[config.mk]
export PLATFORM = sky130hd
export DESIGN_NAME = tcb_lib_logsize2byteena
export DESIGN_NICKNAME = d
export VERILOG_FILES = /design/src/tcb_pkg.sv /design/src/tcb_lib_logsize2byteena.sv
export SDC_FILE = /design/constraint.sdc
export NUM_CORES = 1
export LEC_CHECK = 0
export ABC_CLOCK_PERIOD_IN_PS = 1500
export BUFFER_PORTS_ARGS = -buffer_cell sky130_fd_sc_hd__buf_2
export CAP_MARGIN = 0
export CORE_ASPECT_RATIO = 0.5
export CORE_MARGIN = 2
export CORE_UTILIZATION = 25
export CTS_BUF_LIST = sky130_fd_sc_hd__clkbuf_4
export DETAILED_ROUTE_END_ITERATION = 6
export PLACE_DENSITY = 0.83
export RECOVER_POWER = 50
export SETUP_SLACK_MARGIN = 0.02
export SLEW_MARGIN = 20
export SYNTH_ARGS = -nofsm -noshare
export SYNTH_HDL_FRONTEND = slang
export SYNTH_SLANG_ARGS = --single-unit
[constraint.sdc]
create_clock -name clk -period 1.5 [get_ports clk]
set_clock_uncertainty 0.1 [all_clocks]
set_input_delay 0.075 -clock clk [delete_from_list [all_inputs] [get_ports clk]]
set_output_delay 0.075 -clock clk [all_outputs]
set_load 0.05 [all_outputs]
[src/tcb_pkg.sv]
// TCB subsystem shared definitions

package tcb_pkg;

  //////////////////////////////////////////////////////////////////////
  // bus geometry
  //////////////////////////////////////////////////////////////////////

  // byte address width
  localparam int unsigned ADR_WIDTH = 12;

  // data bus width
  localparam int unsigned DAT_WIDTH = 32;

  // byte lanes on the data bus
  localparam int unsigned BUS_BEN = DAT_WIDTH / 8;

  // address offset bits within a word
  localparam int unsigned BUS_MAX = $clog2(BUS_BEN);

  // log size code width
  // 0 -> byte, 1 -> halfword, 2 -> word
  localparam int unsigned SIZ_WIDTH = 2;

  //////////////////////////////////////////////////////////////////////
  // memory geometry
  //////////////////////////////////////////////////////////////////////

  // number of words in the memory array
  localparam int unsigned MEM_DEPTH = 256;

  // word address bits used by the array
  localparam int unsigned MEM_AWIDTH = $clog2(MEM_DEPTH);

  //////////////////////////////////////////////////////////////////////
  // response
  //////////////////////////////////////////////////////////////////////

  // response status values
  localparam logic STS_OK  = 1'b0;
  localparam logic STS_ERR = 1'b1;

  // cycles from request handshake to response
  localparam int unsigned HSK_DLY = 1;

endpackage: tcb_pkg

[src/tcb_lib_logsize2byteena.sv]
// TCB log size to byte enable converter

`timescale 1ns/1ns

module tcb_lib_logsize2byteena #(
  // aligned only variant is smaller, unaligned one rotates lanes
  parameter bit ALIGNED = 1'b1
)(
  // system
  input  logic                            clk,
  input  logic                            rst_n,
  // manager side, log size mode
  input  logic                            req_vld,
  input  logic                            req_wen,
  input  logic [tcb_pkg::ADR_WIDTH-1:0]   req_adr,
  input  logic [tcb_pkg::SIZ_WIDTH-1:0]   req_siz,
  input  logic [tcb_pkg::DAT_WIDTH-1:0]   req_wdt,
  output logic                            req_rdy,
  output logic [tcb_pkg::DAT_WIDTH-1:0]   rsp_rdt,
  output logic                            rsp_sts,
  // memory side, byte enable mode
  output logic                            mem_vld,
  output logic                            mem_wen,
  output logic [tcb_pkg::ADR_WIDTH-1:0]   mem_adr,
  output logic [tcb_pkg::BUS_BEN-1:0]     mem_ben,
  output logic [tcb_pkg::DAT_WIDTH-1:0]   mem_wdt,
  input  logic                            mem_rdy,
  input  logic [tcb_pkg::DAT_WIDTH-1:0]   mem_rdt,
  input  logic                            mem_sts
);

  //////////////////////////////////////////////////////////////////////
  // pass through
  //////////////////////////////////////////////////////////////////////

  // handshake
  assign mem_vld = req_vld;
  assign req_rdy = mem_rdy;

  // address and direction unchanged
  assign mem_adr = req_adr;
  assign mem_wen = req_wen;

  // status straight from memory
  assign rsp_sts = mem_sts;

  //////////////////////////////////////////////////////////////////////
  // offsets
  //////////////////////////////////////////////////////////////////////

  // request offset, current cycle
  logic [tcb_pkg::BUS_MAX-1:0] req_off;
  // response offset, delayed by HSK_DLY
  logic [tcb_pkg::BUS_MAX-1:0] rsp_off;
  // offset delay line
  logic [tcb_pkg::BUS_MAX-1:0] off_dly [tcb_pkg::HSK_DLY];

  // low address bits select the lane
  assign req_off = req_adr[tcb_pkg::BUS_MAX-1:0];

  // first stage loads on handshake, the rest shift
  always_ff @(posedge clk or negedge rst_n) begin
    if (!rst_n) begin
      for (int unsigned i = 0; i < tcb_pkg::HSK_DLY; i++) begin
        off_dly[i] <= '0;
      end
    end else begin
      if (req_vld && req_rdy) begin
        off_dly[0] <= req_off;
      end
      for (int unsigned i = 1; i < tcb_pkg::HSK_DLY; i++) begin
        off_dly[i] <= off_dly[i-1];
      end
    end
  end

  // last stage lines up with the response
  assign rsp_off = off_dly[tcb_pkg::HSK_DLY-1];

  // prefix OR from msb down
  function automatic logic [tcb_pkg::BUS_MAX-1:0] prefix_or(
    input logic [tcb_pkg::BUS_MAX-1:0] val
  );
    prefix_or[tcb_pkg::BUS_MAX-1] = val[tcb_pkg::BUS_MAX-1];
    for (int unsigned i = tcb_pkg::BUS_MAX-1; i > 0; i--) begin
      prefix_or[i-1] = prefix_or[i] | val[i-1];
    end
  endfunction: prefix_or

  //////////////////////////////////////////////////////////////////////
  // lane multiplexers
  //////////////////////////////////////////////////////////////////////

  generate
  if (ALIGNED) begin: aligned

    // offset bits that matter for this size
    logic [tcb_pkg::BUS_MAX-1:0] req_msk;

    // mask bits at or above the size code
    always_comb begin
      for (int unsigned i = 0; i < tcb_pkg::BUS_MAX; i++) begin
        req_msk[i] = (i >= req_siz);
      end
    end

    // lane enabled when masked index matches masked offset
    always_comb begin
      for (int unsigned i = 0; i < tcb_pkg::BUS_BEN; i++) begin
        mem_ben[i] = (req_off & req_msk) == (i[tcb_pkg::BUS_MAX-1:0] & req_msk);
      end
    end

    // replicate the low write bytes over the lanes
    always_comb begin
      logic [tcb_pkg::BUS_MAX-1:0] sel;
      for (int unsigned i = 0; i < tcb_pkg::BUS_BEN; i++) begin
        sel = i[tcb_pkg::BUS_MAX-1:0] & ~req_msk;
        mem_wdt[8*i +: 8] = req_wdt[8*sel +: 8];
      end
    end

    // pick the addressed lanes back into the low bytes
    always_comb begin
      logic [tcb_pkg::BUS_MAX-1:0] sel;
      for (int unsigned i = 0; i < tcb_pkg::BUS_BEN; i++) begin
        sel = (~prefix_or(i[tcb_pkg::BUS_MAX-1:0]) & rsp_off) | i[tcb_pkg::BUS_MAX-1:0];
        rsp_rdt[8*i +: 8] = mem_rdt[8*sel +: 8];
      end
    end

  end: aligned
  else begin: unaligned

    // enables before rotation, low 2**siz bytes
    logic [tcb_pkg::BUS_BEN-1:0] siz_ben;

    always_comb begin
      for (int unsigned i = 0; i < tcb_pkg::BUS_BEN; i++) begin
        siz_ben[i] = (i < (1 << req_siz));
      end
    end

    // rotate enables and write data up by the offset
    // 2-bit index wraps modulo BUS_BEN
    always_comb begin
      logic [tcb_pkg::BUS_MAX-1:0] sel;
      for (int unsigned i = 0; i < tcb_pkg::BUS_BEN; i++) begin
        sel = i[tcb_pkg::BUS_MAX-1:0] - req_off;
        mem_ben[i]        = siz_ben[sel];
        mem_wdt[8*i +: 8] = req_wdt[8*sel +: 8];
      end
    end

    // rotate read data back down
    always_comb begin
      logic [tcb_pkg::BUS_MAX-1:0] sel;
      for (int unsigned i = 0; i < tcb_pkg::BUS_BEN; i++) begin
        sel = i[tcb_pkg::BUS_MAX-1:0] + rsp_off;
        rsp_rdt[8*i +: 8] = mem_rdt[8*sel +: 8];
      end
    end

  end: unaligned
  endgenerate

endmodule: tcb_lib_logsize2byteena

==> impl_metrics.toml <==
[sta]
fin_setup_tns_ps = -633
fmax_mhz = 625
hold_violations = 0
timing.hold.ws_ps = 36.3
rsz0062_at_grt = "true"
period_needed_ps = 1600
tightest_slew_ps = 607
period_share_pct = 107
slew-limit-headroom_pct = 59.7
worst_slack_ps = -100
setup_violations = 8
slew_violations = 0

[routing]
avgViaCountPerCell = 4.51
wl_per_cell_um = 13.3
vias = 1257
drtIter0Drc = 11
drt-total-wl_mm = 3.72
drtAntennaViolNets = 0
firstDrtPassIters = 3
drcViolationCount = 0

[clock_tree]
cts_root_buffer = "clkbuf_4"
clock-sinks = 2
cts_tree = "done"
numCtsBuffers = 3
clockBufferDepth = 2
clock_latency_ps = 220
clkTransAtPathRegs_ps = 30
post-cts-setup-buffers = 0
cts-htree-levels = 1

[critical_path]
worstSetupEndpointType = "output port"
cp-start-kind = "register"
cp_data_arrival_time_ps = 1430
required_ps = 1320
cp_max_fo = 9
path_class = "reg2out"

[final_layout]
regMostFlops = "off_dly"
final_area_um2 = 1790
syn_to_final_growth_pct = 66.0
finalNetCount = 311
layout_common_cells = "buf_2, clkbuf_1, mux2_2"
largest_reg_flops = 2
fill_cells = 431
layout_commonest_cell = "buf_2"
drive_above_1_share_pct = 74.7
antenna-diode-count = 0
reg_top3 = "off_dly (2)"

[run]
maxCapViolations = 0

[logic_synthesis]
ys_ff_latch = 2
synth_fa_ha_area_share_pct = 0
yosys.area_share.simple_pct = 4.65
synth_compound_area_share_pct = 6.50
synth_xor_area_share_pct = 0
synthCells = 116
synth.distinct_cells = 14
postSynthAreaPerCell_um2 = 9.29
synth_fp_nets = 200
seq_area_frac_synth_pct = 4.65
ys_warn_count = 0
synthMuxAreaShare_pct = 51.3
netlist_area_um2 = 1080
synth_top_family_by_area = "multiplexers"

[power_and_ir_drop]
total_leakage_power_nw = 0.928
ir_drop_uv = 232
powerDensity_nw_per_um2 = 872

[placed_design]
place.port_buffers = 143
gp_congestion = 0.739
placed_area_um2 = 1590
place.detailed.hpwl_mm = 3.01

[floorplanning]
std_cell_rows = 16
io_pins = 168
dieHeight_um = 50.4
die_w_um = 96.8
die_area_um2 = 4880
start_util_pct = 26.8
coreArea_um2 = 4020

[global_route]
grt_usage_pct = 13.7
grt.overflow.total = 0
grt_pass1_vias = 1157
grt_max_degree = 18
grt_first_pass_wirelength_mm = 5.53
antenna_found_initial = 0

[status]
status = "finished, violations left"
violations = "setup timing"

[hold_path]
hp-class = "in2reg"
final timing paths:
| kind | startpoint | end | slack (ps) | cells past startpoint |
|---|---|---|---|---|
| max reg2reg | off_dly[1]$_DFFE_PN0P_ | off_dly[1]$_DFFE_PN0P_ | 390 | 2 |
| max | off_dly[0]$_DFFE_PN0P_ | rsp_rdt[6] | -100 | 3 |
| min reg2reg | off_dly[0]$_DFFE_PN0P_ | off_dly[0]$_DFFE_PN0P_ | 580 | 2 |
| min in group asynchronous | rst_n | off_dly[0]$_DFFE_PN0P_ | 70 | 2 |
| max in group asynchronous | rst_n | off_dly[1]$_DFFE_PN0P_ | 1080 | 2 |
| min | req_adr[0] | off_dly[0]$_DFFE_PN0P_ | 40 | 2 |
Yosys cell counts (all sizes together):
| cell | count | area, um^2 |
|---|---|---|
| buf | 47 | 350 |
| dfrtp | 2 | 50.1 |
| inv | 1 | 3.75 |
| mux2 | 26 | 293 |
| mux2i | 8 | 80.1 |
| mux4 | 8 | 180 |
| nand2 | 9 | 33.8 |
| nor2 | 2 | 10.0 |
| nor2b | 1 | 6.26 |
| o21ai | 8 | 40.0 |
| o21bai | 4 | 30.0 |
metal layers:
layer | wire [um] | vias up | global-route usage, %
met4 | 12 | 0 | 3.99
met1 | 1380 | 589 | 14.5
met2 | 2060 | 68 | 28.0
met3 | 261 | 4 | 2.51
met5 | 0 | - | 0
li1 | - | 596 | -
where the power goes:
group | internal (mW) | switching (mW)
sequential | 0.0633 | 0.0121
combinational | 0.511 | 0.858
clock | 0.0880 | 0.0273
metrics by stage:
| stage | instances | utilization, % | power, mW | setup slack (ps) |
|---|---|---|---|---|
| 2_1_floorplan | 116 | - | 1.10 | -184 |
| 3_3_place_gp | 273 | 39.5 | 1.25 | 118 |
| 3_5_place_dp | 273 | 39.5 | 1.27 | 98.4 |
| 4_1_cts | 277 | 41.6 | 1.46 | -97.7 |
| 5_1_grt | 279 | 44.4 | 1.63 | -151 |
| 6_report | 279 | 44.4 | 1.56 | -100 |
critical path, stage by stage, from the launching register on:
cell     delay [ps]
dfrtp_1         360
buf_12          150
mux4_2          520
buf_6           170
cell type report:
type	instances	area, um^2	area share, %
Timing Repair Buffer	153	947	53.0
Clock buffer	3	22.5	1.26
Multi-Input combinational cell	66	696	38.9
Sequential cell	2	51.3	2.87
Tap cell	54	67.6	3.78
Inverter	1	3.75	0.210
repair_timing:
item / in CTS / in global routing
hold endpoints to repair: 2 / 0
hold buffers: 1 / 0
cloned: 0 / 2
gates resized for setup: 18 / 33
setup endpoints to repair: 10 / 16
logic make-up after synthesis:
group	after synthesis
AOI/OAI and AO/OA	12
buffers and inverters	48
and+or+nand+nor	12
DFF	2
muxes	42
Note: power is estimated with default switching activity, not from simulation.
